<file path="config.mk">
export PLATFORM = sky130hd
export DESIGN_NAME = mem_stage_flat
export DESIGN_NICKNAME = d
export VERILOG_FILES = /design/src/logic/core_pkg.sv /design/src/logic/ctrl_if.sv /design/src/logic/mem_stage.sv /design/src/flat_wrapper.sv
export SDC_FILE = /design/constraint.sdc
export NUM_CORES = 1
export LEC_CHECK = 0
export ABC_AREA = 1
export BUFFER_PORTS_ARGS = -buffer_cell sky130_fd_sc_hd__buf_2
export CORE_MARGIN = 2
export CORE_UTILIZATION = 33
export DETAILED_ROUTE_END_ITERATION = 8
export PLACE_DENSITY = 0.86
export SLEW_MARGIN = 15
export SYNTH_ARGS = -nofsm -noshare
export SYNTH_HDL_FRONTEND = slang
export SYNTH_SLANG_ARGS = --single-unit
</file>
<file path="constraint.sdc">
create_clock -name clk -period 1.65 [get_ports clk]
set_input_delay 0.4125 -clock clk [delete_from_list [all_inputs] [get_ports clk]]
set_output_delay 0.4125 -clock clk [all_outputs]
set_load 0.1 [all_outputs]
</file>
<file path="src/logic/core_pkg.sv">
package core_pkg;

    localparam int xlen = 32;
    localparam int reg_addr_w = 5;

    localparam int ram_words = 256;
    localparam int ram_idx_w = $clog2(ram_words);

    localparam int uart_clks_per_bit = 16;
    localparam int uart_cnt_w = $clog2(uart_clks_per_bit);

    // RV32I major opcodes used by the core.
    localparam logic [6:0] op_op = 7'b0110011;
    localparam logic [6:0] op_opimm = 7'b0010011;
    localparam logic [6:0] op_lui = 7'b0110111;
    localparam logic [6:0] op_load = 7'b0000011;
    localparam logic [6:0] op_store = 7'b0100011;
    localparam logic [6:0] op_branch = 7'b1100011;
    localparam logic [6:0] op_jal = 7'b1101111;
    localparam logic [6:0] op_custom0 = 7'b0001011;

    localparam logic [2:0] funct_out = 3'd0; // Console output.
    localparam logic [2:0] funct_in = 3'd1;

    typedef enum logic [2:0] {
        alu_add,
        alu_sub,
        alu_and,
        alu_or,
        alu_xor,
        alu_slt,
        alu_pass_b
    } alu_op_e;

    typedef enum logic [2:0] {
        st_fetch,
        st_decode,
        st_execute,
        st_memory,
        st_writeback,
        st_wait_out,
        st_wait_in
    } state_e;

endpackage

</file>
<file path="src/logic/ctrl_if.sv">
`timescale 1ns/10ps

interface ctrl_if;

    logic [core_pkg::xlen-1:0] imm;
    core_pkg::alu_op_e alu_op;
    logic alu_src_imm, alu_pc, branch_eq, branch_ne, jump;
    logic mem_read, mem_write, reg_write;
    logic [core_pkg::reg_addr_w-1:0] rd;
    logic data_out, data_in;

    modport producer (
        output imm, alu_op, alu_src_imm, alu_pc, branch_eq, branch_ne, jump,
        output mem_read, mem_write, reg_write, rd, data_out, data_in
    );

    modport exec_side (
        input imm, alu_op, alu_src_imm, alu_pc, branch_eq, branch_ne, jump
    );

    modport mem_side (
        input rd, reg_write, mem_read
    );

endinterface

</file>
<file path="src/logic/mem_stage.sv">
`timescale 1ns/10ps

module mem_stage (
    input  logic clk,
    input  logic rst,
    input  core_pkg::state_e state,
    ctrl_if.mem_side ctrl,
    input  logic [core_pkg::xlen-1:0] load_data,
    input  logic [core_pkg::xlen-1:0] result,
    input  logic [7:0] in_byte,
    input  logic use_input,
    input  logic branch_taken,
    output logic wb_en,
    output logic [core_pkg::reg_addr_w-1:0] wb_addr,
    output logic [core_pkg::xlen-1:0] wb_data,
    output logic branch
);

    logic write_q, load_q;

    always_ff @(posedge clk) begin
        if (rst) begin
            write_q <= 1'b0;
            load_q <= 1'b0;
            branch <= 1'b0;
        end else if (state == core_pkg::st_memory) begin
            write_q <= ctrl.reg_write;
            load_q <= ctrl.mem_read;
            branch <= branch_taken;
        end
    end

    always_ff @(posedge clk) begin
        if (state == core_pkg::st_memory) wb_addr <= ctrl.rd;
    end

    assign wb_en = write_q && (state == core_pkg::st_writeback);

    // RAM read data arrives in writeback, one cycle after the memory access.
    assign wb_data = load_q ? load_data : use_input ? {24'b0, in_byte} : result;

endmodule

</file>
<file path="src/flat_wrapper.sv">
// flat-port wrapper written by rule: the top's interface ports become plain ports
module mem_stage_flat 
  (clk, rst, state, load_data, result, in_byte, use_input, branch_taken, wb_en, wb_addr, wb_data, branch, ctrl_rd, ctrl_reg_write, ctrl_mem_read);
  ctrl_if ctrl_i ();
  input  logic clk;
  input  logic rst;
  input  core_pkg::state_e state;
  input  logic [core_pkg::xlen-1:0] load_data;
  input  logic [core_pkg::xlen-1:0] result;
  input  logic [7:0] in_byte;
  input  logic use_input;
  input  logic branch_taken;
  output logic wb_en;
  output logic [core_pkg::reg_addr_w-1:0] wb_addr;
  output logic [core_pkg::xlen-1:0] wb_data;
  output logic branch;
  input wire logic [$bits(ctrl_i.rd)-1:0] ctrl_rd;
  input wire logic [$bits(ctrl_i.reg_write)-1:0] ctrl_reg_write;
  input wire logic [$bits(ctrl_i.mem_read)-1:0] ctrl_mem_read;
  assign ctrl_i.rd = ctrl_rd;
  assign ctrl_i.reg_write = ctrl_reg_write;
  assign ctrl_i.mem_read = ctrl_mem_read;
  mem_stage u_core (.clk(clk), .rst(rst), .state(state), .ctrl(ctrl_i), .load_data(load_data), .result(result), .in_byte(in_byte), .use_input(use_input), .branch_taken(branch_taken), .wb_en(wb_en), .wb_addr(wb_addr), .wb_data(wb_data), .branch(branch));
endmodule
</file>
==> out/metrics.cfg, run 1 <==
[route]
routed-wl-met3_um = 466
met1Wirelength_um = 1630
finalWirelength_um = 5270
drc = 0
dr.max_layer_used = met4
avgViaCountPerCell = 5.38
routedWlPerCell_um = 17.6
wl_met2_um = 2910
drt-initial-drc-count = 51
antenna_left = 0
vias = 1615
dr.pass1.iters = 4

[setup_path]
end_kind = output port
critPathLaunchType = flop
cp.required_ns = 1.24
path_max_fanout = 16
cp.arrival_ns = 1.31
crit_type = reg2out

[sta]
rsz0062_at_grt = true
finalMaxSlewViolations = 0
slew_headroom = 0.666
fin_skew_ns = 0
hold_ws_ns = 0.334
finalSetupViolCount = 30
fin_crit_ns = 1.73
worstMarginPinSlew_ns = 0.504
timing.fmax_ghz = 0.580
hold_viol = 0
fin_ws_ns = -0.0756
fin_crit_sh = 1.05

[clock_network]
h-tree-depth = 1
post-cts-setup-buffers = 0
cts-buffers-inserted = 3
clk_latency_ns = 0.25
clkTransAtPathRegs_ns = 0.06
tritoncts = done
cts_sinks = 8
clockBufferDepth = 2
cts_root_buf = clkbuf_4
hold_buffers = 0

[layout]
final_util = 0.913
final_cell_mix = 90 x buf_2, 35 x buf_12, 31 x nand2_1
final_cell_count_no_fill = 300
final_cell_area_mm2 = 0.00230
area_delta_synth_final_pct = 156
diodes = 0
fillerInstances = 103
mostFrequentLayoutCell = buf_2
nets = 357
final_layout_size_suffix_gt1_frac = 0.719

[place]
gp_congestion = 0.730
portBuffers = 124
dp.cells = 293
dpl_cell_area_mm2 = 0.00213
dpl.hpwl_um = 3460

[synth]
yosys_warnings = 0
avgSynthCellArea_um2 = 6.20
synth-seq-area-share = 0.234
synth_nets = 231
synth.distinct_cells = 16
syn_inst = 145
synth_seq_cells = 8
synthesis.area_um2 = 898

[global_route]
overflow = 0
grt_pass1_wl_um = 7480
grt_usage = 0.305
antenna_found_initial = 0
grt_max_degree = 18
first_global_vias = 1624

[hold_path]
hp-class = in2reg

[die]
die_h_um = 56.2
fp.dieArea_mm2 = 0.00316
fp.coreArea_mm2 = 0.00252
die_w_um = 56.2
io_pins = 125
rows = 18
initial_core_util = 0.356

[pwr]
powerDensity_mw_per_mm2 = 723
p_leak_nw = 1.16
ir_drop_uv = 725

[job]
drv_cap = 0

[status]
violations = negative setup slack
status = complete, but fails checks

[report_power, final]
group          leakage (nW)  internal (W)  switching, W
Clock                0.0150     0.0000927     0.0000691
Combinational          1.07      0.000440      0.000836
Sequential           0.0712      0.000222    0.00000521
Total                  1.16      0.000755      0.000910
[worst paths after layout]
path | endpoint | depth (start not counted) | from | slack, ns
worst max register to register | u_core.load_q | 5 | u_core.load_q | 0.72
worst min-delay path | u_core.wb_addr[1] | 1 | ctrl_rd[1] | 0.33
worst min register to register | u_core.branch | 4 | u_core.branch | 0.60
worst max-delay path | wb_data[20] | 5 | u_core.load_q | -0.08
[cell usage after synthesis]
library cell | n | area [um^2]
a21oi_2 | 6 | 52.6
buf_4 | 2 | 15.0
buf_2 | 2 | 10.0
inv_6 | 1 | 8.76
buf_12 | 1 | 20.0
inv_1 | 5 | 18.8
nor3_1 | 1 | 5.00
buf_6 | 6 | 67.6
nand3_1 | 25 | 125
nand2_1 | 57 | 214
nand2_2 | 6 | 37.5
dfxtp_1 | 3 | 60.1
a21oi_1 | 10 | 50.1
edfxtp_1 | 5 | 150
inv_8 | 1 | 11.3
nor2_1 | 14 | 52.6
[routing by layer]
metal	up-vias	global-route usage
met5	-	0
met4	0	0.153
met3	24	0.0744
met2	123	0.590
met1	749	0.293
li1	719	-
[kinds of logic (layout without fill, tap and decap cells)]
kind of cell	Yosys count	count (layout)	share of synthesized area
AND/OR/NAND/NOR	103	103	0.483
buffers and inverters	18	143	0.169
AO/OA/AOI/OAI	16	16	0.114
flip-flops	8	8	0.234
[critical path: stages (launching register included)]
cell and delay, ns:
dfxtp_4 0.38, buf_12 0.16, clkinv_8 0.10, nand3_1 0.13, nand2_2 0.10, buf_12 0.18
[stage by stage]
stage          TNS (ns)  power, W  setup WS (ns)
2_1_floorplan    -0.496  0.000997        -0.0877
3_3_place_gp    -0.0428   0.00143        -0.0249
3_5_place_dp     -0.139   0.00145        -0.0682
4_1_cts          -0.358   0.00164        -0.0316
5_1_grt           -2.27   0.00172         -0.122
6_report         -0.770   0.00167        -0.0756
[flip-flops by register name, indices dropped and copies added, names as in the netlist]
name	flops
u_core.branch	1
u_core.load_q	1
u_core.wb_addr	5
u_core.write_q	1
[repair_timing]
| item | 4_1_cts | 5_1_grt |
|---|---|---|
| resized for setup | 21 | 12 |
| endpoints found under the setup margin | 32 | 32 |
| cloned | 3 | 0 |
| hold endpoints to repair | 0 | 0 |
[layout make-up]
type,instances,area (um^2),area share
tap,30,37.5,0.0163
inverter,7,46.3,0.0201
timing repair inverter,2,22.5,0.00978
sequential,8,214,0.0929
timing repair buffer,130,1220,0.528
multi-input combinational,119,741,0.322
clock buffer,4,26.3,0.0114
Power figures use the tool's default switching activity.
==> inputs of run 2 (changes only) <==
--- a/config.mk
+++ b/config.mk
@@ -7,10 +7,12 @@
 export LEC_CHECK = 0
 export ABC_AREA = 1
 export BUFFER_PORTS_ARGS = -buffer_cell sky130_fd_sc_hd__buf_2
+export CELL_PAD_IN_SITES_DETAIL_PLACEMENT = 0
+export CELL_PAD_IN_SITES_GLOBAL_PLACEMENT = 1
 export CORE_MARGIN = 2
-export CORE_UTILIZATION = 33
+export CORE_UTILIZATION = 19
 export DETAILED_ROUTE_END_ITERATION = 8
-export PLACE_DENSITY = 0.86
+export PLACE_DENSITY_LB_ADDON = 0.1
 export SLEW_MARGIN = 15
 export SYNTH_ARGS = -nofsm -noshare
 export SYNTH_HDL_FRONTEND = slang
==> run 2 against run 1 <==
Effect of this change:
- the flow now finishes without violations
- die area rose by 68%
- clock power grew 49%
- total power increased by 3.3%
- final area grew 2.7%
- sequential share of layout area shrank 0.24 points
- global-route usage fell by 17 points
- final cell count grew 8.0%
- critical path type unchanged
- critical endpoint is now wb_data[4]
- highest routed layer is now met3
==> out/metrics.cfg, run 2 (synthesis gave the netlist of run 1 again) <==
[clock_network]
cts-buffers-inserted = 3  ; unchanged
cts_root_buf = clkbuf_8
cts_sinks = 8  ; unchanged
tritoncts = done
clk_latency_ns = 0.22  ; -0.03 ns
h-tree-depth = 1  ; unchanged
clkTransAtPathRegs_ns = 0.04  ; -0.02 ns
clockBufferDepth = 2  ; unchanged

[layout]
largest_reg_flops = 5  ; unchanged
diodes = 0  ; unchanged
nets = 357  ; unchanged
area_delta_synth_final_pct = 163
final_cell_mix = 90 x buf_2, 35 x buf_12, 32 x nand2_1
mostFrequentLayoutCell = buf_2
final_cell_area_mm2 = 0.00236  ; +2.7%
regMostFlops = u_core.wb_addr
final_layout_size_suffix_gt1_frac = 0.719  ; unchanged

[die]
io_pins = 125  ; unchanged
fp.dieArea_mm2 = 0.00529  ; +68%
fp.coreArea_mm2 = 0.00463  ; +84%
die_w_um = 72.8  ; +30%
initial_core_util = 0.194  ; -0.162
die_h_um = 72.8  ; +30%
rows = 25  ; +7

[setup_path]
slowest_delay_ns = 0.35  ; -0.03 ns
path_max_fanout = 17  ; +1
end_kind = output port
path_cells = buf_12, inv_16, nor2_2, a21oi_4, buf_12
slowest_stage = dfxtp_4
crit_type = reg2out
cp_top_family = buffers and inverters
crit_path_frequent_cell = buf_12
cp.arrival_ns = 1.23  ; -0.08 ns
critPathLaunchType = flop
critPathBufInv = 3  ; unchanged
cp.required_ns = 1.24  ; about the same

[route]
finalWirelength_um = 3930  ; -25%
antenna_left = 0  ; unchanged
dr.pass1.iters = 4  ; unchanged
vias = 1384  ; -14%
drt-initial-drc-count = 18  ; -65%
drc = 0  ; unchanged
avgViaCountPerCell = 4.27  ; -21%
routedWlPerCell_um = 12.1  ; -31%

[place]
portBuffers = 124  ; unchanged
gp_congestion = 0.701  ; -4.1%
dpl.hpwl_um = 2930  ; -15%
dpl_cell_area_mm2 = 0.00215  ; +0.94%
dpl_worst_slack_ns = -0.0583  ; +0.00990 ns

[global_route]
overflow = 0  ; unchanged
first_global_vias = 1295  ; -20%
antenna_found_initial = 0  ; unchanged
grt_usage = 0.138  ; -0.168
grt_pass1_wl_um = 5790  ; -23%
grt_max_degree = 18  ; unchanged

[sta]
worstMarginPinSlew_ns = 0.490  ; -0.0136 ns
hold_viol = 0  ; unchanged
timing.fmax_ghz = 0.609  ; +5.0%
rsz0062_at_grt = true
fin_crit_ns = 1.64  ; -0.0823 ns
slew_headroom = 0.675  ; +0.00900
fin_skew_ns = 0  ; unchanged
finalMaxSlewViolations = 0  ; unchanged
fin_ws_ns = 0.00673  ; +0.0823 ns
fin_crit_sh = 0.996  ; -0.0499
finalSetupViolCount = 0  ; -100%

[pwr]
ir_drop_uv = 465  ; -36%
powerDensity_mw_per_mm2 = 728  ; +0.67%
p_leak_nw = 1.17  ; +1.3%

[job]
drv_cap = 0  ; unchanged

[hold_path]
hp-class = in2reg

[status]
status = finished clean

-- run 2: area by class of cell --
cell class	instances	area, um^2
multi-input cells	119	746
repair inverters	2	26.3
well taps	54	67.6
fillers	426	2260
flip-flops and latches	8	214
clock buffers	4	45.0
repair buffers	130	1220
inverters	7	50.0
-- run 2: per-layer routing --
| metal | global-route usage | vias up | part of all wire | wire [um] |
|---|---|---|---|---|
| li1 | - | 720 | - | - |
| met1 | 0.161 | 608 | 0.40 | 1560 |
| met2 | 0.256 | 56 | 0.52 | 2050 |
| met3 | 0.0359 | 0 | 0.081 | 318 |
| met4 | 0.0185 | 0 | 0 | 0 |
| met5 | 0 | - | 0 | 0 |
-- run 2: worst paths after layout --
check | start | to | slack, ns | cells past startpoint
setup / recovery | u_core.load_q | wb_data[4] | 0.007 | 5
hold / removal | ctrl_rd[4] | u_core.wb_addr[4] | 0.36 | 1
setup reg to reg | u_core.load_q | u_core.load_q | 0.78 | 5
hold reg to reg | u_core.branch | u_core.branch | 0.50 | 4
-- run 2: repair_timing --
item | in CTS | in global routing
setup buffers | 0 | 3
resized for setup | 19 | 12
setup endpoints to repair | 32 | 32
pin swaps | 0 | 4
gates cloned | 3 | 0
hold endpoints to repair | 0 | 0
hold buffers | 0 | 0
-- run 2: per-stage QoR --
| step | hold WS (ns) | instances | power [W] | TNS [ns] | utilization |
|---|---|---|---|---|---|
| floorplan | 0.489 | 145 | 0.000997 | -0.496 | - |
| global placement | 0.509 | 314 | 0.00144 | -0.0721 | 0.464 |
| detailed placement | 0.506 | 314 | 0.00144 | -0.175 | 0.464 |
| CTS | 0.357 | 321 | 0.00172 | -0.00455 | 0.496 |
| global route | 0.355 | 324 | 0.00179 | -0.357 | 0.511 |
| finish | 0.364 | 324 | 0.00172 | 0 | 0.511 |
-- run 2: power breakdown --
group	total (W)	switching, W	internal, W
Sequential	0.000228	0.00000438	0.000223
Clock	0.000242	0.0000745	0.000167
Combinational	0.00125	0.000809	0.000442
Total	0.00172	0.000888	0.000833
==> inputs of run 3 (changes only) <==
--- a/config.mk
+++ b/config.mk
@@ -5,12 +5,11 @@
 export SDC_FILE = /design/constraint.sdc
 export NUM_CORES = 1
 export LEC_CHECK = 0
-export ABC_AREA = 1
 export BUFFER_PORTS_ARGS = -buffer_cell sky130_fd_sc_hd__buf_2
 export CELL_PAD_IN_SITES_DETAIL_PLACEMENT = 0
 export CELL_PAD_IN_SITES_GLOBAL_PLACEMENT = 1
 export CORE_MARGIN = 2
-export CORE_UTILIZATION = 19
+export CORE_UTILIZATION = 18
 export DETAILED_ROUTE_END_ITERATION = 8
 export PLACE_DENSITY_LB_ADDON = 0.1
 export SLEW_MARGIN = 15
==> run 3 against run 2 <==
Effect of this change:
- the flow now finishes with violations (negative setup slack)
- sequential share of layout area down 0.057 points
- final area up 0.63%
- fmax down 1.1%
==> out/metrics.cfg, run 3 <==
[die]
fp.coreArea_mm2 = 0.00406  ; -12%
die_w_um = 69.3  ; -4.8%
rows = 23  ; -8.0%
io_pins = 125  ; unchanged
die_h_um = 69.3  ; -4.8%
fp.dieArea_mm2 = 0.00480  ; -9.3%
initial_core_util = 0.189  ; -0.00503

[global_route]
grt_max_degree = 26  ; +8
overflow = 0  ; unchanged
first_global_vias = 1189  ; -8.2%
grt_pass1_wl_um = 5290  ; -8.6%
grt_usage = 0.134  ; -0.00396
antenna_found_initial = 0  ; unchanged

[synth]
avgSynthCellArea_um2 = 9.71  ; +57%
synth-edff-count = 5  ; unchanged
synth.most_common_cell = a22o_1
synth.distinct_cells = 15  ; -1
synthSimpleGateAreaFrac = 0.152  ; -0.332
synth-compound-area-share = 0.326  ; +0.212
synthesis.area_um2 = 767  ; -15%
synth_top_area_frac = 0.228  ; -0.00978
synth_top_cell_by_area = a22o_1
synthAdderAreaFrac = 0  ; unchanged
yosys_warnings = 0  ; unchanged
synth-seq-area-share = 0.274  ; +0.0401
synth_nets = 165  ; -29%
synthXorXnorAreaFrac = 0  ; unchanged
synthMuxAreaShare = 0.144  ; +0.144
syn_inst = 79  ; -46%
synthFlopType = edfxtp_1
async_flop_share = 0  ; unchanged
synth_top_family_by_area = compound AO/OA/AOI/OAI gates
synth_seq_cells = 8  ; unchanged
synth_commonest_cells = 20 x a22o_1, 11 x mux2i_1, 9 x nand2_1, 9 x o21ai_0, 7 x nand2b_1
synth.area.top_cells = a22o_1 23%, edfxtp_1 20%, mux2i_1 14%

[setup_path]
regToRegStartpoint = u_core.load_q
reg2reg_depth = 3  ; -2
r2r-end = u_core.load_q
r2r_slack_ns = 0.75  ; -0.03 ns
crit_type = reg2out
cp.arrival_ns = 1.25  ; +0.02 ns
critPathLaunchType = flop
path_max_fanout = 12  ; -5
end_kind = output port
cp.required_ns = 1.24  ; about the same

[pwr]
powerDensity_mw_per_mm2 = 674  ; -7.3%
ir_drop_uv = 299  ; -36%
p_leak_nw = 1.14  ; -3.2%

[status]
status = complete, but fails checks
violations = negative setup slack

[route]
finalWirelength_um = 3640  ; -7.3%
antenna_left = 0  ; unchanged
drt-initial-drc-count = 21  ; +3
routedWlPerCell_um = 14.2  ; +17%
vias = 1152  ; -17%
avgViaCountPerCell = 4.50  ; +5.3%
dr.pass1.iters = 4  ; unchanged
drc = 0  ; unchanged

[sta]
hold_viol = 0  ; unchanged
fin_skew_ns = 0  ; unchanged
worstMarginPinSlew_ns = 0.487  ; -0.00379 ns
finalSetupViolCount = 9  ; +9
rsz0062_at_grt = true
fin_crit_sh = 1.01  ; +0.0107
slew_headroom = 0.678  ; +0.00251
fin_ws_ns = -0.0109  ; -0.0176 ns
finalMaxSlewViolations = 0  ; unchanged
timing.fmax_ghz = 0.602  ; -1.1%
fin_crit_ns = 1.66  ; +0.0176 ns

[clock_network]
h-tree-depth = 1  ; unchanged
post-cts-setup-buffers = 0  ; unchanged
tritoncts = done
cts-buffers-inserted = 3  ; unchanged
clkTransAtPathRegs_ns = 0.04  ; about the same
cts_root_buf = clkbuf_8
clk_latency_ns = 0.22  ; about the same
cts_sinks = 8  ; unchanged
hold_buffers = 0  ; unchanged
clockBufferDepth = 2  ; unchanged

[layout]
mostFrequentLayoutCell = buf_2
area_delta_synth_final_pct = 210
nets = 293  ; -18%
final_layout_size_suffix_gt1_frac = 0.859  ; +0.141
diodes = 0  ; unchanged
final_cell_count_no_fill = 256  ; -21%
final_cell_mix = 90 x buf_2, 35 x buf_12, 20 x a22o_4
fillerInstances = 347  ; -19%
final_cell_area_mm2 = 0.00238  ; +0.63%
regMostFlops = u_core.wb_addr
largest_reg_flops = 5  ; unchanged

[job]
drv_cap = 0  ; unchanged

[place]
portBuffers = 124  ; unchanged
dp.cells = 251  ; -20%
gp_congestion = 0.754  ; +7.6%
dpl.hpwl_um = 3010  ; +2.7%
dpl_cell_area_mm2 = 0.00219  ; +2.1%

[hold_path]
holdPathStages = 1  ; unchanged
hold_end = u_core.wb_addr[0]
hp-class = in2reg
hold_path.startpoint = ctrl_rd[0]

[run 3: cell types whose count changed in the layout (fill, tap and decap cells not counted), moves of 7 or more]
cell,change
nand2_1,-24
nor2_2,-7
a21oi_4,-8
nand2_2,-28
o21ai_4,+9
a22o_4,+20
nand3_1,-23
[run 3: layout make-up]
| class | instances | area (um^2) | share of cell area |
|---|---|---|---|
| Timing Repair Buffer | 132 | 1240 | 0.523 |
| Multi-Input combinational cell | 62 | 815 | 0.342 |
| Sequential cell | 8 | 214 | 0.0899 |
| Tap cell | 50 | 62.6 | 0.0263 |
| Clock buffer | 4 | 45.0 | 0.0189 |
[run 3: what timing repair did]
item                                    4_1_cts  5_1_grt
gates resized for setup                      14        9
hold endpoints to repair                      0        0
pin swaps                                     2        0
endpoints found under the setup margin       32       32
cloned                                        0        1
[run 3: critical path: stages, from the launching register on]
cell and delay [ns]:
dfxtp_4 0.38, clkbuf_16 0.21, a22o_4 0.26, buf_12 0.16
[run 3: power by group]
part / total, W / switching [W] / internal, W
registers: 0.000227 / 0.00000520 / 0.000222
logic: 0.00114 / 0.000691 / 0.000446
clock network: 0.000242 / 0.0000744 / 0.000167
total: 0.00160 / 0.000770 / 0.000835
[run 3: how the worst max path moves through the flow]
stage             startpoint     endpoint
2_1_floorplan       state[1]        wb_en
3_5_place_dp       use_input   wb_data[0]
6_report       u_core.load_q  wb_data[20]
4_1_cts        u_core.load_q   wb_data[1]
3_3_place_gp       use_input   wb_data[1]
5_1_grt        u_core.load_q   wb_data[9]
[run 3: stage by stage]
stage	hold WS (ns)	setup slack (ns)	setup TNS, ns	util	power, W
floorplan	0.448	-0.282	-1.83	-	0.000917
global placement	0.454	-0.0318	-0.0431	0.540	0.00132
detailed placement	0.461	-0.0815	-0.252	0.540	0.00133
CTS	0.355	-0.00857	-0.0150	0.566	0.00160
global route	0.358	-0.0467	-0.867	0.586	0.00166
finish	0.360	-0.0109	-0.0408	0.586	0.00160
[run 3: kinds of logic after synthesis]
kind of cell / Yosys count
AOI/OAI and AO/OA: 32
buffers and inverters: 9
DFF: 8
muxes: 11
and+or+nand+nor: 19
[run 3: metal layers]
metal  share of wire  global-route usage
met1            0.31               0.135
met2            0.59               0.266
met3           0.073              0.0276
met4           0.022              0.0458
met5               0                   0
