<file path="src/logic/core_pkg.sv">
package core_pkg;

    localparam int xlen = 32;
    localparam int reg_addr_w = 5;

    localparam int ram_words = 256;
    localparam int ram_idx_w = $clog2(ram_words);

    localparam int uart_clks_per_bit = 16;
    localparam int uart_cnt_w = $clog2(uart_clks_per_bit);

    // RV32I major opcodes used by the core.
    localparam logic [6:0] op_op = 7'b0110011;
    localparam logic [6:0] op_opimm = 7'b0010011;
    localparam logic [6:0] op_lui = 7'b0110111;
    localparam logic [6:0] op_load = 7'b0000011;
    localparam logic [6:0] op_store = 7'b0100011;
    localparam logic [6:0] op_branch = 7'b1100011;
    localparam logic [6:0] op_jal = 7'b1101111;
    localparam logic [6:0] op_custom0 = 7'b0001011;

    localparam logic [2:0] funct_out = 3'd0; // Console output.
    localparam logic [2:0] funct_in = 3'd1;

    typedef enum logic [2:0] {
        alu_add,
        alu_sub,
        alu_and,
        alu_or,
        alu_xor,
        alu_slt,
        alu_pass_b
    } alu_op_e;

    typedef enum logic [2:0] {
        st_fetch,
        st_decode,
        st_execute,
        st_memory,
        st_writeback,
        st_wait_out,
        st_wait_in
    } state_e;

endpackage

</file>
<file path="src/logic/ctrl_if.sv">
`timescale 1ns/10ps

interface ctrl_if;

    logic [core_pkg::xlen-1:0] imm;
    core_pkg::alu_op_e alu_op;
    logic alu_src_imm, alu_pc, branch_eq, branch_ne, jump;
    logic mem_read, mem_write, reg_write;
    logic [core_pkg::reg_addr_w-1:0] rd;
    logic data_out, data_in;

    modport producer (
        output imm, alu_op, alu_src_imm, alu_pc, branch_eq, branch_ne, jump,
        output mem_read, mem_write, reg_write, rd, data_out, data_in
    );

    modport exec_side (
        input imm, alu_op, alu_src_imm, alu_pc, branch_eq, branch_ne, jump
    );

    modport mem_side (
        input rd, reg_write, mem_read
    );

endinterface

</file>
<file path="src/logic/decode.sv">
`timescale 1ns/10ps

module decode (
    input  logic clk,
    input  logic rst,
    input  core_pkg::state_e state,
    input  logic [core_pkg::xlen-1:0] instr,
    ctrl_if.producer ctrl,
    output logic [core_pkg::reg_addr_w-1:0] rs1_addr,
    output logic [core_pkg::reg_addr_w-1:0] rs2_addr
);

    logic [6:0] opcode;
    logic [2:0] funct3;
    logic [core_pkg::xlen-1:0] imm_i, imm_s, imm_b, imm_j, imm_u;

    assign opcode = instr[6:0];
    assign funct3 = instr[14:12];

    assign imm_i = {{20{instr[31]}}, instr[31:20]};
    assign imm_s = {{20{instr[31]}}, instr[31:25], instr[11:7]};
    assign imm_b = {{19{instr[31]}}, instr[31], instr[7], instr[30:25], instr[11:8], 1'b0};
    assign imm_j = {{11{instr[31]}}, instr[31], instr[19:12], instr[20], instr[30:21], 1'b0};
    assign imm_u = {instr[31:12], 12'b0};

    always_ff @(posedge clk) begin
        if (rst) begin
            ctrl.alu_src_imm <= 1'b0;
            ctrl.alu_pc <= 1'b0;
            ctrl.branch_eq <= 1'b0;
            ctrl.branch_ne <= 1'b0;
            ctrl.jump <= 1'b0;
            ctrl.mem_read <= 1'b0;
            ctrl.mem_write <= 1'b0;
            ctrl.reg_write <= 1'b0;
            ctrl.data_out <= 1'b0;
            ctrl.data_in <= 1'b0;
        end else if (state == core_pkg::st_decode) begin
            rs1_addr <= instr[19:15];
            rs2_addr <= instr[24:20];
            ctrl.rd <= instr[11:7];
            ctrl.imm <= imm_i;
            ctrl.alu_op <= core_pkg::alu_add;
            // Anything not listed below falls through as a no-operation.
            ctrl.alu_src_imm <= 1'b0;
            ctrl.alu_pc <= 1'b0;
            ctrl.branch_eq <= 1'b0;
            ctrl.branch_ne <= 1'b0;
            ctrl.jump <= 1'b0;
            ctrl.mem_read <= 1'b0;
            ctrl.mem_write <= 1'b0;
            ctrl.reg_write <= 1'b0;
            ctrl.data_out <= 1'b0;
            ctrl.data_in <= 1'b0;
            case (opcode)
                core_pkg::op_op: begin
                    ctrl.reg_write <= 1'b1;
                    case (funct3)
                        3'b000: ctrl.alu_op <= instr[30] ? core_pkg::alu_sub : core_pkg::alu_add;
                        3'b010: ctrl.alu_op <= core_pkg::alu_slt;
                        3'b100: ctrl.alu_op <= core_pkg::alu_xor;
                        3'b110: ctrl.alu_op <= core_pkg::alu_or;
                        3'b111: ctrl.alu_op <= core_pkg::alu_and;
                        default: ctrl.reg_write <= 1'b0;
                    endcase
                end
                core_pkg::op_opimm: begin
                    ctrl.alu_src_imm <= 1'b1;
                    ctrl.reg_write <= (funct3 == 3'b000); // ADDI only.
                end
                core_pkg::op_lui: begin
                    ctrl.imm <= imm_u;
                    ctrl.alu_op <= core_pkg::alu_pass_b;
                    ctrl.alu_src_imm <= 1'b1;
                    ctrl.reg_write <= 1'b1;
                end
                core_pkg::op_load: begin
                    ctrl.alu_src_imm <= 1'b1;
                    ctrl.mem_read <= 1'b1;
                    ctrl.reg_write <= 1'b1;
                end
                core_pkg::op_store: begin
                    ctrl.imm <= imm_s;
                    ctrl.alu_src_imm <= 1'b1;
                    ctrl.mem_write <= 1'b1;
                end
                core_pkg::op_branch: begin
                    ctrl.imm <= imm_b;
                    ctrl.branch_eq <= (funct3 == 3'b000);
                    ctrl.branch_ne <= (funct3 == 3'b001);
                end
                core_pkg::op_jal: begin
                    ctrl.imm <= imm_j;
                    ctrl.alu_pc <= 1'b1; // Link value is pc + 4.
                    ctrl.jump <= 1'b1;
                    ctrl.reg_write <= 1'b1;
                end
                core_pkg::op_custom0: begin
                    ctrl.data_out <= (funct3 == core_pkg::funct_out);
                    ctrl.data_in <= (funct3 == core_pkg::funct_in);
                    ctrl.reg_write <= (funct3 == core_pkg::funct_in);
                end
                default: ;
            endcase
        end
    end

endmodule

</file>
<file path="src/flat_wrapper.sv">
// flat-port wrapper written by rule: the top's interface ports become plain ports
module decode_flat 
  (clk, rst, state, instr, rs1_addr, rs2_addr, ctrl_imm, ctrl_alu_op, ctrl_alu_src_imm, ctrl_alu_pc, ctrl_branch_eq, ctrl_branch_ne, ctrl_jump, ctrl_mem_read, ctrl_mem_write, ctrl_reg_write, ctrl_rd, ctrl_data_out, ctrl_data_in);
  ctrl_if ctrl_i ();
  input  logic clk;
  input  logic rst;
  input  core_pkg::state_e state;
  input  logic [core_pkg::xlen-1:0] instr;
  output logic [core_pkg::reg_addr_w-1:0] rs1_addr;
  output logic [core_pkg::reg_addr_w-1:0] rs2_addr;
  output wire logic [$bits(ctrl_i.imm)-1:0] ctrl_imm;
  output wire logic [$bits(ctrl_i.alu_op)-1:0] ctrl_alu_op;
  output wire logic [$bits(ctrl_i.alu_src_imm)-1:0] ctrl_alu_src_imm;
  output wire logic [$bits(ctrl_i.alu_pc)-1:0] ctrl_alu_pc;
  output wire logic [$bits(ctrl_i.branch_eq)-1:0] ctrl_branch_eq;
  output wire logic [$bits(ctrl_i.branch_ne)-1:0] ctrl_branch_ne;
  output wire logic [$bits(ctrl_i.jump)-1:0] ctrl_jump;
  output wire logic [$bits(ctrl_i.mem_read)-1:0] ctrl_mem_read;
  output wire logic [$bits(ctrl_i.mem_write)-1:0] ctrl_mem_write;
  output wire logic [$bits(ctrl_i.reg_write)-1:0] ctrl_reg_write;
  output wire logic [$bits(ctrl_i.rd)-1:0] ctrl_rd;
  output wire logic [$bits(ctrl_i.data_out)-1:0] ctrl_data_out;
  output wire logic [$bits(ctrl_i.data_in)-1:0] ctrl_data_in;
  assign ctrl_imm = ctrl_i.imm;
  assign ctrl_alu_op = ctrl_i.alu_op;
  assign ctrl_alu_src_imm = ctrl_i.alu_src_imm;
  assign ctrl_alu_pc = ctrl_i.alu_pc;
  assign ctrl_branch_eq = ctrl_i.branch_eq;
  assign ctrl_branch_ne = ctrl_i.branch_ne;
  assign ctrl_jump = ctrl_i.jump;
  assign ctrl_mem_read = ctrl_i.mem_read;
  assign ctrl_mem_write = ctrl_i.mem_write;
  assign ctrl_reg_write = ctrl_i.reg_write;
  assign ctrl_rd = ctrl_i.rd;
  assign ctrl_data_out = ctrl_i.data_out;
  assign ctrl_data_in = ctrl_i.data_in;
  decode u_core (.clk(clk), .rst(rst), .state(state), .instr(instr), .ctrl(ctrl_i), .rs1_addr(rs1_addr), .rs2_addr(rs2_addr));
endmodule
</file>
<file path="config.mk">
export PLATFORM = sky130hd
export DESIGN_NAME = decode_flat
export DESIGN_NICKNAME = d
export VERILOG_FILES = /design/src/logic/core_pkg.sv /design/src/logic/ctrl_if.sv /design/src/logic/decode.sv /design/src/flat_wrapper.sv
export SDC_FILE = /design/constraint.sdc
export NUM_CORES = 1
export LEC_CHECK = 0
export BUFFER_PORTS_ARGS = -buffer_cell sky130_fd_sc_hd__buf_4
export CAP_MARGIN = 20
export CORE_ASPECT_RATIO = 0.5
export CORE_UTILIZATION = 46
export CTS_CLUSTER_DIAMETER = 120
export DETAILED_ROUTE_END_ITERATION = 12
export GPL_TIMING_DRIVEN = 1
export PLACE_DENSITY = 0.76
export REMOVE_ABC_BUFFERS = 1
export SYNTH_ARGS = -nofsm -noshare
export SYNTH_HDL_FRONTEND = slang
export SYNTH_SLANG_ARGS = --single-unit
</file>
<file path="constraint.sdc">
create_clock -name clk -period 10.9 [get_ports clk]
set_input_delay 1.635 -clock clk [delete_from_list [all_inputs] [get_ports clk]]
set_output_delay 1.635 -clock clk [all_outputs]
set_load 0.005 [all_outputs]
</file>
==> impl_metrics.tcl, run 1 <==
set metrics [dict create \
    outcome "completed" \
    synth.lib_cells_used.distinct 36 \
    fin_skew_ps 0 \
    holdCritPathClass "flip-flop to flip-flop" \
    root_buffer "sky130_fd_sc_hd__clkbuf_8" \
    final_cells 331 \
    netlist_top_cells_area "sky130_fd_sc_hd__edfxtp_1, sky130_fd_sc_hd__dfxtp_1, sky130_fd_sc_hd__a21o_1" \
    crit_path_max_fanout 28 \
    synth_edf_count 50 \
    drive_above_1_share_pct 44.9 \
    ys_ff_latch 59 \
    grt_max_degree 29 \
    synth.largest_area_cell "sky130_fd_sc_hd__edfxtp_1" \
    tightest_slew_ps 1030 \
    placed_cells_incl_taps 315 \
    cell_with_the_largest_stage_delay_on_the_worst_path "sky130_fd_sc_hd__or3b_2" \
    antenna-diode-count 0 \
    fin_nets 297 \
    clock_sink_count 59 \
    peakVddDrop_mv 0.104 \
    postCtsSetupBuffers 0 \
    worst_r2r_path_depth 2 \
    antenna_violating_nets_left 0 \
    core_area_um2 4640 \
    critPathTopFamily "simple AND/OR/NAND/NOR gates" \
    number_of_logic_stages_on_the_critical_path_including_buffering 4 \
    worstSetupEndpointType "flip-flop" \
    synth_seq_area_share_pct 71.8 \
    drt-wirelength-per-cell_um 14.9 \
    max_freq_ghz 0.297 \
    slew-limit-headroom_pct 31.0 \
    routabilityCongestion 0.790 \
    cts_hold_buf 0 \
    portBuffers 96 \
    track_usage_pct 19.2 \
    slew_violations 0 \
    dr_total_vias 1690 \
    detail_route.vias_per_cell 5.11 \
    number_of_levels_in_the_clock_h_tree 3 \
    grt_setup_unrepaired "false" \
    drt_first_iter_violations 56 \
    path_buf_inv 2 \
    holdPathStages 2 \
    area_growth_syn_to_layout_pct 40.7 \
    cp_common_cell "sky130_fd_sc_hd__buf_4" \
    period_share_pct 30.9 \
    design.portCount 97 \
    cts.repair.resized 0 \
    cellPowerDensity_nw_per_um2 145 \
    primary_flip_flop_cell_chosen_by_synthesis_mapping "sky130_fd_sc_hd__edfxtp_1" \
    die_outline_area_um2 5400 \
    post_dp_cell_area_um2 3110 \
    syn-instance-count 162 \
    clkTransAtPathRegs_ps 60 \
    cts-root-to-sink-buffers 2 \
    syn-cell-area_um2 2340 \
    first_pass_grt_wire_length_mm 7.49 \
    fp.dieH_um 52.5 \
    post_route_drc 0 \
    hold_viol_final 0 \
    timing.critical_path.from_type "primary input" \
    antenna_found_initial 0 \
    worst-endpoint-required_ps 10890 \
    avgSynthCellArea_um2 14.5 \
    vias_in_the_first_global_route 1562 \
    clock_tree_from_tritoncts "yes" \
    async_flop_share_pct 0 \
    numCtsBuffers 9 \
    initial_core_util_pct 50.5 \
    cp.arrival_ps 3360 \
    cellLeakagePower_nw 1.36 \
    critical-path-max-stage-delay_ps 610 \
    crit_type "primary input to flip-flop" \
    route.final.wire_length_mm 4.93 \
    crit_path_cell_trace "buf_4, or3b_2, nor2_4, buf_4" \
    design_area_um2 3290 \
    core.rowCount 17 \
    setup_tns_ps 0 \
    die_w_um 103 \
    synth.top_cell.area_share_pct 64.1 \
    report.final.setup_viol 0 \
    clkLatencyLatePin_ps 330 \
    detailed_place_hpwl_mm 3.43 \
    finalCriticalPeriod_ps 3370 \
    max_cap_violations 0 \
    globalRoute.totalOverflow 0 \
    tritonroute_pass_1_iters 4 \
    count_of_synthesis_stage_warnings_from_yosys 0 \
]
-- per-layer routing --
metal	vias up	share of wire [%]	track usage, %
met5	-	0	0
li1	814	-	-
met3	4	5.1	6.00
met1	816	43	23.3
met4	0	0.67	4.93
met2	56	51	33.9
-- Yosys cell counts (all sizes together), types with 2 or more instances --
cell and n:
or3b 3, buf 7, a32oi 2, nor2b 8, nor3b 2, a22oi 3, a22o 6, dfxtp 9
nand3b 3, o21ai 3, clkbuf 3, nor3 2, a21oi 6, nor4 2, nand2 8, nor2 12
nand4 3, edfxtp 50, a21o 19
-- placed cells by master (no fill, tap or decap), types with 3 or more instances in the layout --
cell type / netlist / routed
sky130_fd_sc_hd__buf_4: 2 / 97
sky130_fd_sc_hd__edfxtp_1: 50 / 50
sky130_fd_sc_hd__a21o_1: 19 / 19
sky130_fd_sc_hd__nor2_1: 11 / 10
sky130_fd_sc_hd__clkbuf_8: 0 / 9
sky130_fd_sc_hd__dfxtp_1: 9 / 9
sky130_fd_sc_hd__nand2_1: 8 / 8
sky130_fd_sc_hd__nor2b_1: 7 / 7
sky130_fd_sc_hd__a22o_1: 6 / 6
sky130_fd_sc_hd__a21oi_1: 5 / 5
sky130_fd_sc_hd__nand4_1: 3 / 3
sky130_fd_sc_hd__nand3b_1: 3 / 3
sky130_fd_sc_hd__o21ai_0: 3 / 3
sky130_fd_sc_hd__a22oi_1: 3 / 3
sky130_fd_sc_hd__clkinv_2: 0 / 3
-- worst register-to-register path, stage by stage, from the launching register on --
cell	delay, ps
sky130_fd_sc_hd__dfxtp_1	330
sky130_fd_sc_hd__a22oi_1	190
sky130_fd_sc_hd__nor2_1	60
-- cell families after synthesis --
kind of cell / Yosys count / share of synthesized area [%]
AO/OA/AOI/OAI: 44 / 13.7
buffers and inverters: 11 / 2.30
AND/OR/NAND/NOR: 46 / 11.5
flip-flops: 59 / 71.8
XOR/XNOR: 2 / 0.748
-- power breakdown --
part,internal (mW),switching (mW),total [mW]
sequential,0.251,0.00174,0.253
clock,0.104,0.0815,0.185
combinational,0.0212,0.0170,0.0382
total,0.376,0.100,0.476
-- final cells by class --
| cell class | count | area [um2] |
|---|---|---|
| Clock buffer | 10 | 128 |
| Clock inverter | 6 | 56.3 |
| Fill cell | 339 | 1340 |
| Inverter | 1 | 3.75 |
| Multi-Input combinational cell | 92 | 614 |
| Sequential cell | 59 | 1680 |
| Tap cell | 66 | 82.6 |
| Timing Repair Buffer | 97 | 728 |
-- registers in the layout, indices dropped and copies added, names as in the netlist --
signal	flops
u_core.ctrl.alu_op	3
u_core.ctrl.alu_src_imm	1
u_core.ctrl.branch_eq	1
u_core.ctrl.branch_ne	1
u_core.ctrl.data_in	1
u_core.ctrl.data_out	1
u_core.ctrl.imm	32
u_core.ctrl.jump	1
u_core.ctrl.mem_read	1
u_core.ctrl.mem_write	1
u_core.ctrl.rd	5
u_core.ctrl.reg_write	1
u_core.rs1_addr	5
u_core.rs2_addr	5
-- through the flow --
step                hold slack, ps  power (mW)  setup slack, ps  utilization (%)
finish                         469       0.476             7530             71.0
global route                   505       0.494             7380             71.0
CTS                            470       0.478             7520             71.0
detailed placement             455       0.296             7200             67.1
global placement               446       0.295             7230             67.1
floorplan                      442       0.270             6090                -
-- final timing paths --
path / slack (ps) / startpoint / to
setup / recovery: 7530 / state[1] / u_core.rs2_addr[4]
setup reg to reg: 10210 / u_core.ctrl.alu_src_imm / u_core.ctrl.alu_src_imm
hold / removal: 470 / u_core.ctrl.branch_eq / u_core.ctrl.branch_eq
hold reg to reg: 470 / u_core.ctrl.branch_eq / u_core.ctrl.branch_eq
Power figures use the tool's default switching activity.
==> run 2, diff against run 1 <==
--- a/config.mk
+++ b/config.mk
@@ -5,14 +5,15 @@
 export SDC_FILE = /design/constraint.sdc
 export NUM_CORES = 1
 export LEC_CHECK = 0
+export ABC_AREA = 1
 export BUFFER_PORTS_ARGS = -buffer_cell sky130_fd_sc_hd__buf_4
 export CAP_MARGIN = 20
 export CORE_ASPECT_RATIO = 0.5
-export CORE_UTILIZATION = 46
+export CORE_UTILIZATION = 43
 export CTS_CLUSTER_DIAMETER = 120
 export DETAILED_ROUTE_END_ITERATION = 12
 export GPL_TIMING_DRIVEN = 1
-export PLACE_DENSITY = 0.76
+export PLACE_DENSITY = 0.74
 export REMOVE_ABC_BUFFERS = 1
 export SYNTH_ARGS = -nofsm -noshare
 export SYNTH_HDL_FRONTEND = slang
==> constraint.sdc (replaced) <==
create_clock -name clk -period 3.1 [get_ports clk]
set_input_delay 0.465 -clock clk [delete_from_list [all_inputs] [get_ports clk]]
set_output_delay 0.465 -clock clk [all_outputs]
set_load 0.005 [all_outputs]
==> run 2 against run 1 <==
Register-to-register slack got worse by 7800 ps. Cell count rose by 20%. Non-clock buffer count up 1. Critical path depth grew 3. Sequential share of layout area is 2.7 points lower. First-iteration DRC count rose to 2.9 times the previous value. Via count grew 17%. Global-route usage rose by 1.0 points. Worst setup slack lost 6400 ps. Power increased to 4.0 times the previous value.
==> impl_metrics.tcl, run 2 <==
set metrics [dict create \
    syn-instance-count 220 \
    portBuffers 96 \
    synth.largest_area_cell "sky130_fd_sc_hd__edfxtp_1" \
    clock_tree_from_tritoncts "yes" \
    crit_path_cell_trace "buf_4, inv_1, nor2_1, nand2_2, inv_1, o21ai_1, nand3_1" \
    route.final.wire_length_mm 5.83 \
    fin_nets 359 \
    globalRoute.totalOverflow 0 \
    cts_hold_buf 0 \
    antenna_violating_nets_left 0 \
    peakVddDrop_mv 0.349 \
    tritonroute_pass_1_iters 4 \
    p_switching_uw 419 \
    cell_with_the_largest_stage_delay_on_the_worst_path "sky130_fd_sc_hd__o21ai_1" \
    count_of_synthesis_stage_warnings_from_yosys 0 \
    core_area_um2 5180 \
    routabilityCongestion 0.839 \
    netlist_top_cells_area "sky130_fd_sc_hd__edfxtp_1, sky130_fd_sc_hd__nand2_1, sky130_fd_sc_hd__dfxtp_1" \
    pwr-share-seq_pct 46.8 \
    antenna_found_initial 0 \
    synthTopCellsByCount "sky130_fd_sc_hd__nand2_1, sky130_fd_sc_hd__edfxtp_1, sky130_fd_sc_hd__nand3_1" \
    share_clk_of_total_power_pct 45.7 \
    power_report.internal_total_mw 1.50 \
    grt_max_degree 52 \
    synth_edf_count 50 \
    number_of_logic_stages_on_the_critical_path_including_buffering 7 \
    track_usage_pct 20.2 \
    area_growth_syn_to_layout_pct 43.2 \
    crit_type "primary input to flip-flop" \
    cp_common_cell "sky130_fd_sc_hd__inv_1" \
    clkLatencyLatePin_ps 310 \
    dr_total_vias 1978 \
    core.rowCount 18 \
    cp.arrival_ps 1980 \
    ys_ff_latch 59 \
    die_w_um 108 \
    cellPowerDensity_nw_per_um2 551 \
    mostFrequentLayoutCell "sky130_fd_sc_hd__buf_4" \
    cts-root-to-sink-buffers 2 \
    largest-register "u_core.ctrl.imm" \
    max_freq_ghz 0.510 \
    synth_seq_area_share_pct 69.2 \
    drt-wirelength-per-cell_um 14.7 \
    timing.critical_path.from_type "primary input" \
    design.portCount 97 \
    finalCriticalPeriod_ps 1960 \
    layout_setup_ws_ps 1140 \
    holdPathStages 1 \
    clkTransAtPathRegs_ps 50 \
    slew-limit-headroom_pct 43.9 \
    report.final.setup_viol 0 \
    primary_flip_flop_cell_chosen_by_synthesis_mapping "sky130_fd_sc_hd__edfxtp_1" \
    async_flop_share_pct 0 \
    sw_frac_of_total_pct 21.9 \
    worstSetupEndpointType "flip-flop" \
    tightest_slew_ps 836 \
    syn-cell-area_um2 2430 \
    critical-path-max-stage-delay_ps 680 \
    fin_skew_ps 0 \
    worst-endpoint-required_ps 3120 \
    first_pass_grt_wire_length_mm 8.65 \
    clock_sink_count 59 \
    final_core_util_pct 67.1 \
    hold_viol_final 0 \
    synth.most_common_cell "sky130_fd_sc_hd__nand2_1" \
    die_outline_area_um2 5970 \
    mostFrequentLayoutCells "sky130_fd_sc_hd__buf_4, sky130_fd_sc_hd__nand2_1, sky130_fd_sc_hd__edfxtp_1" \
    path_buf_inv 3 \
    grt_setup_unrepaired "false" \
    cts.repair.resized 0 \
    max_cap_violations 0 \
    number_of_levels_in_the_clock_h_tree 3 \
    numCtsBuffers 9 \
    antenna-diode-count 0 \
    synth.lib_cells_used.distinct 22 \
    initial_core_util_pct 46.9 \
    critPathTopFamily "compound AO/OA/AOI/OAI gates" \
    largest_register_ffs 32 \
    postCtsSetupBuffers 0 \
    outcome "completed" \
    detailed_place_hpwl_mm 4.02 \
    drt_first_iter_violations 161 \
    crit_path_max_fanout 11 \
    period_share_pct 63.2 \
    avgSynthCellArea_um2 11.0 \
    fp.dieH_um 55.1 \
    detail_route.vias_per_cell 4.98 \
    cellLeakagePower_nw 1.50 \
    slew_violations 0 \
    worst_r2r_path_depth 3 \
    root_buffer "sky130_fd_sc_hd__clkbuf_16" \
    vias_in_the_first_global_route 1776 \
    post_route_drc 0 \
    hold-worst-slack_ps 330 \
    post-place-ws_ps 889 \
    combinational_power_share_pct 7.5 \
    synth.top_cell.area_share_pct 61.8 \
    drive_above_1_share_pct 36.7 \
    holdCritPathClass "primary input to flip-flop" \
]
==> run 2: cell type report <==
class | instances | area, um2
clock buffers | 9 | 225
clock inverters | 7 | 45.0
fillers | 399 | 1700
inverters | 22 | 82.6
multi-input cells | 132 | 621
flip-flops and latches | 59 | 1680
well taps | 70 | 87.6
repair buffers | 98 | 736
==> run 2: cells by family (layout without fill, tap and decap cells) <==
logic type	Yosys count	in the layout	synth area share (%)
DFF	59	59	69.2
buffers and inverters	29	136	5.51
and+or+nand+nor	104	104	18.7
AOI/OAI and AO/OA	28	28	6.54
==> run 2: metal layers <==
metal	track usage [%]	up-vias	wire length, um
li1	-	960	-
met1	24.7	926	2360
met2	35.7	86	2930
met3	6.56	6	495
met4	5.41	0	47
met5	0	-	0
==> run 2: worst register-to-register path, delay by kind of cell (launching register included) <==
kind	cells	cell delay, ps
flops	1	310
compound gates	1	190
buf+inv	1	40
simple gates	1	60
==> run 2: metrics by stage <==
step / instances / power (mW) / cell area (um2) / TNS, ps
2_1_floorplan: 213 / 0.960 / 2380 / -43750
3_3_place_gp: 381 / 1.05 / 3210 / 0
3_5_place_dp: 381 / 1.05 / 3210 / 0
4_1_cts: 397 / 1.93 / 3480 / 0
5_1_grt: 397 / 1.97 / 3480 / 0
6_report: 397 / 1.91 / 3480 / 0
==> run 2: final timing paths <==
path	start	endpoint	slack, ps
setup reg to reg	u_core.ctrl.reg_write	u_core.ctrl.reg_write	2410
hold / removal	instr[15]	u_core.rs1_addr[0]	330
hold reg to reg	u_core.ctrl.branch_eq	u_core.ctrl.branch_eq	470
setup / recovery	instr[6]	u_core.ctrl.imm[21]	1140
==> run 2: power groups by stage <==
stage / combinational (mW) / sequential [mW] / clock (mW)
finish: 0.144 / 0.897 / 0.874
global route: 0.158 / 0.898 / 0.916
floorplan: 0.0443 / 0.915 / 0
detailed placement: 0.142 / 0.912 / 0
global placement: 0.138 / 0.912 / 0
CTS: 0.145 / 0.897 / 0.885
==> run 3, diff against run 2 <==
==> constraint.sdc (replaced) <==
create_clock -name clk -period 1.6 [get_ports clk]
set_input_delay 0.24 -clock clk [delete_from_list [all_inputs] [get_ports clk]]
set_output_delay 0.24 -clock clk [all_outputs]
set_load 0.005 [all_outputs]
==> run 3 against run 2 <==
Sequential share of layout area down 2.3 points. Worst setup slack got worse by 800 ps. Clock skew unchanged. Non-clock buffer count grew 10. Combinational power is 110% higher. Die area unchanged. Sequential power rose by 94%.
==> impl_metrics.tcl, run 3 (synthesis gave the netlist of run 2 again) <==
set metrics [dict create \
    cell_with_the_largest_stage_delay_on_the_worst_path "sky130_fd_sc_hd__nor2_1" \
    drt_first_iter_violations 96 \
    detail_route.vias_per_cell 4.99 \
    holdPathStages 1 \
    core_area_um2 5180 \
    antenna_found_initial 0 \
    crit_path_cell_trace "buf_4, inv_1, nand2_2, nor2_1, nand2_2, nand2_2, nor2_4, nand2_2, buf_12, o211ai_1" \
    critical_path.reg2reg.endpoint "u_core.ctrl.reg_write" \
    post_route_drc 0 \
    cp_common_cell "sky130_fd_sc_hd__nand2_2" \
    fin_nets 369 \
    clock_sink_count 59 \
    slew_violations 0 \
    peakVddDrop_mv 0.584 \
    number_of_levels_in_the_clock_h_tree 3 \
    worst_r2r_path_depth 3 \
    max_freq_ghz 0.791 \
    portBuffers 96 \
    first_pass_grt_wire_length_mm 9.03 \
    fp.dieH_um 55.1 \
    cts_hold_buf 0 \
    holdCritPathClass "primary input to flip-flop" \
    crit_path_max_fanout 20 \
    fin_skew_ps 0 \
    grt_setup_unrepaired "false" \
    worstSetupEndpointType "flip-flop" \
    finalCriticalPeriod_ps 1260 \
    min_delay_worst_endpoint "u_core.rs1_addr[0]" \
    crit_type "primary input to flip-flop" \
    tightest_slew_ps 340 \
    cp.arrival_ps 1320 \
    numCtsBuffers 9 \
    mostFrequentLayoutCells "sky130_fd_sc_hd__buf_4, sky130_fd_sc_hd__nand2_1, sky130_fd_sc_hd__edfxtp_1" \
    clock_tree_from_tritoncts "yes" \
    hold_viol_final 0 \
    drive_above_1_share_pct 38.3 \
    multi_input_area_um2 621 \
    dr_total_vias 2030 \
    die_w_um 108 \
    root_buffer "sky130_fd_sc_hd__clkbuf_16" \
    grt_max_degree 26 \
    cts.repair.resized 0 \
    hp-start "instr[15]" \
    vias_in_the_first_global_route 1856 \
    postCtsSetupBuffers 0 \
    design.portCount 97 \
    track_usage_pct 21.3 \
    r2r_slack_ps 910 \
    core.rowCount 18 \
    report.final.setup_viol 0 \
    cts-root-to-sink-buffers 2 \
    routabilityCongestion 0.842 \
    cellPowerDensity_nw_per_um2 1140 \
    route.final.wire_length_mm 6.06 \
    clkTransAtPathRegs_ps 50 \
    antenna-diode-count 0 \
    max_cap_violations 0 \
    ff_latch_area_um2 1680 \
    placed_cells_incl_taps 391 \
    setup_tns_ps 0 \
    die_outline_area_um2 5970 \
    outcome "completed" \
    area_growth_syn_to_layout_pct 50.4 \
    globalRoute.totalOverflow 0 \
    tritonroute_pass_1_iters 6 \
    worst-endpoint-required_ps 1650 \
    clkLatencyLatePin_ps 320 \
    period_share_pct 79.0 \
    largest-register "u_core.ctrl.imm" \
    slew-limit-headroom_pct 77.3 \
    critical-path-max-stage-delay_ps 160 \
    timing.critical_path.from_type "primary input" \
    mostFrequentLayoutCell "sky130_fd_sc_hd__buf_4" \
    largest_register_ffs 32 \
    drt-wirelength-per-cell_um 14.9 \
    cellLeakagePower_nw 1.59 \
    antenna_violating_nets_left 0 \
    fill_cells 387 \
    detailed_place_hpwl_mm 4.22 \
    final_cells 407 \
    initial_core_util_pct 46.9 \
    worst_r2r_src "u_core.ctrl.reg_write" \
]
==> run 3: cell count changes in the layout (fill, tap and decap cells not counted), sizes merged <==
cell / delta
bufinv: +3
buf: +10
clkinvlp: -2
clkinv: -1
==> run 3: final cells by class <==
cell class,instances,share of cell area [%]
Clock buffer,9,6.17
Clock inverter,7,2.91
Inverter,22,2.26
Multi-Input combinational cell,132,17.0
Sequential cell,59,46.0
Tap cell,70,2.40
Timing Repair Buffer,108,23.2
==> run 3: how the worst max path moves through the flow <==
stage	endpoint	cells after the start	startpoint
after floorplan	u_core.ctrl.alu_op[0]	3	state[1]
after global placement	u_core.ctrl.imm[26]	10	instr[4]
after detailed placement	u_core.ctrl.imm[27]	10	instr[4]
after CTS	u_core.ctrl.imm[27]	10	instr[4]
after global routing	u_core.ctrl.imm[1]	9	instr[4]
final	u_core.ctrl.imm[29]	10	instr[4]
==> run 3: stage by stage <==
stage               cell area (um2)  setup slack (ps)  power (mW)  hold slack [ps]  util (%)
global placement               3320               120        2.05              429      64.1
finish                         3650               336        4.16              110      70.5
detailed placement             3320              42.8        2.06              430      64.1
floorplan                      2380             -2140        1.86              309         -
CTS                            3650               345        4.19              101      70.5
global route                   3650               215        4.28             98.9      70.5
==> run 3: layer usage <==
metal | global-route usage [%] | wire [um] | vias to the layer above
met4 | 10.1 | 116 | 0
met2 | 36.4 | 2980 | 95
li1 | - | - | 978
met1 | 26.2 | 2510 | 945
met3 | 5.74 | 451 | 12
met5 | 0 | 0 | -
==> run 3: critical path: cells and delay by family <==
kind                   cells  cell delay, ps
AO/OA/AOI/OAI              1              90
buffers and inverters      3             360
AND/OR/NAND/NOR            6             620
==> run 3: where the power goes <==
part / switching [mW] / internal, mW
Combinational: 0.141 / 0.156
Clock: 0.625 / 1.50
Sequential: 0.0171 / 1.72
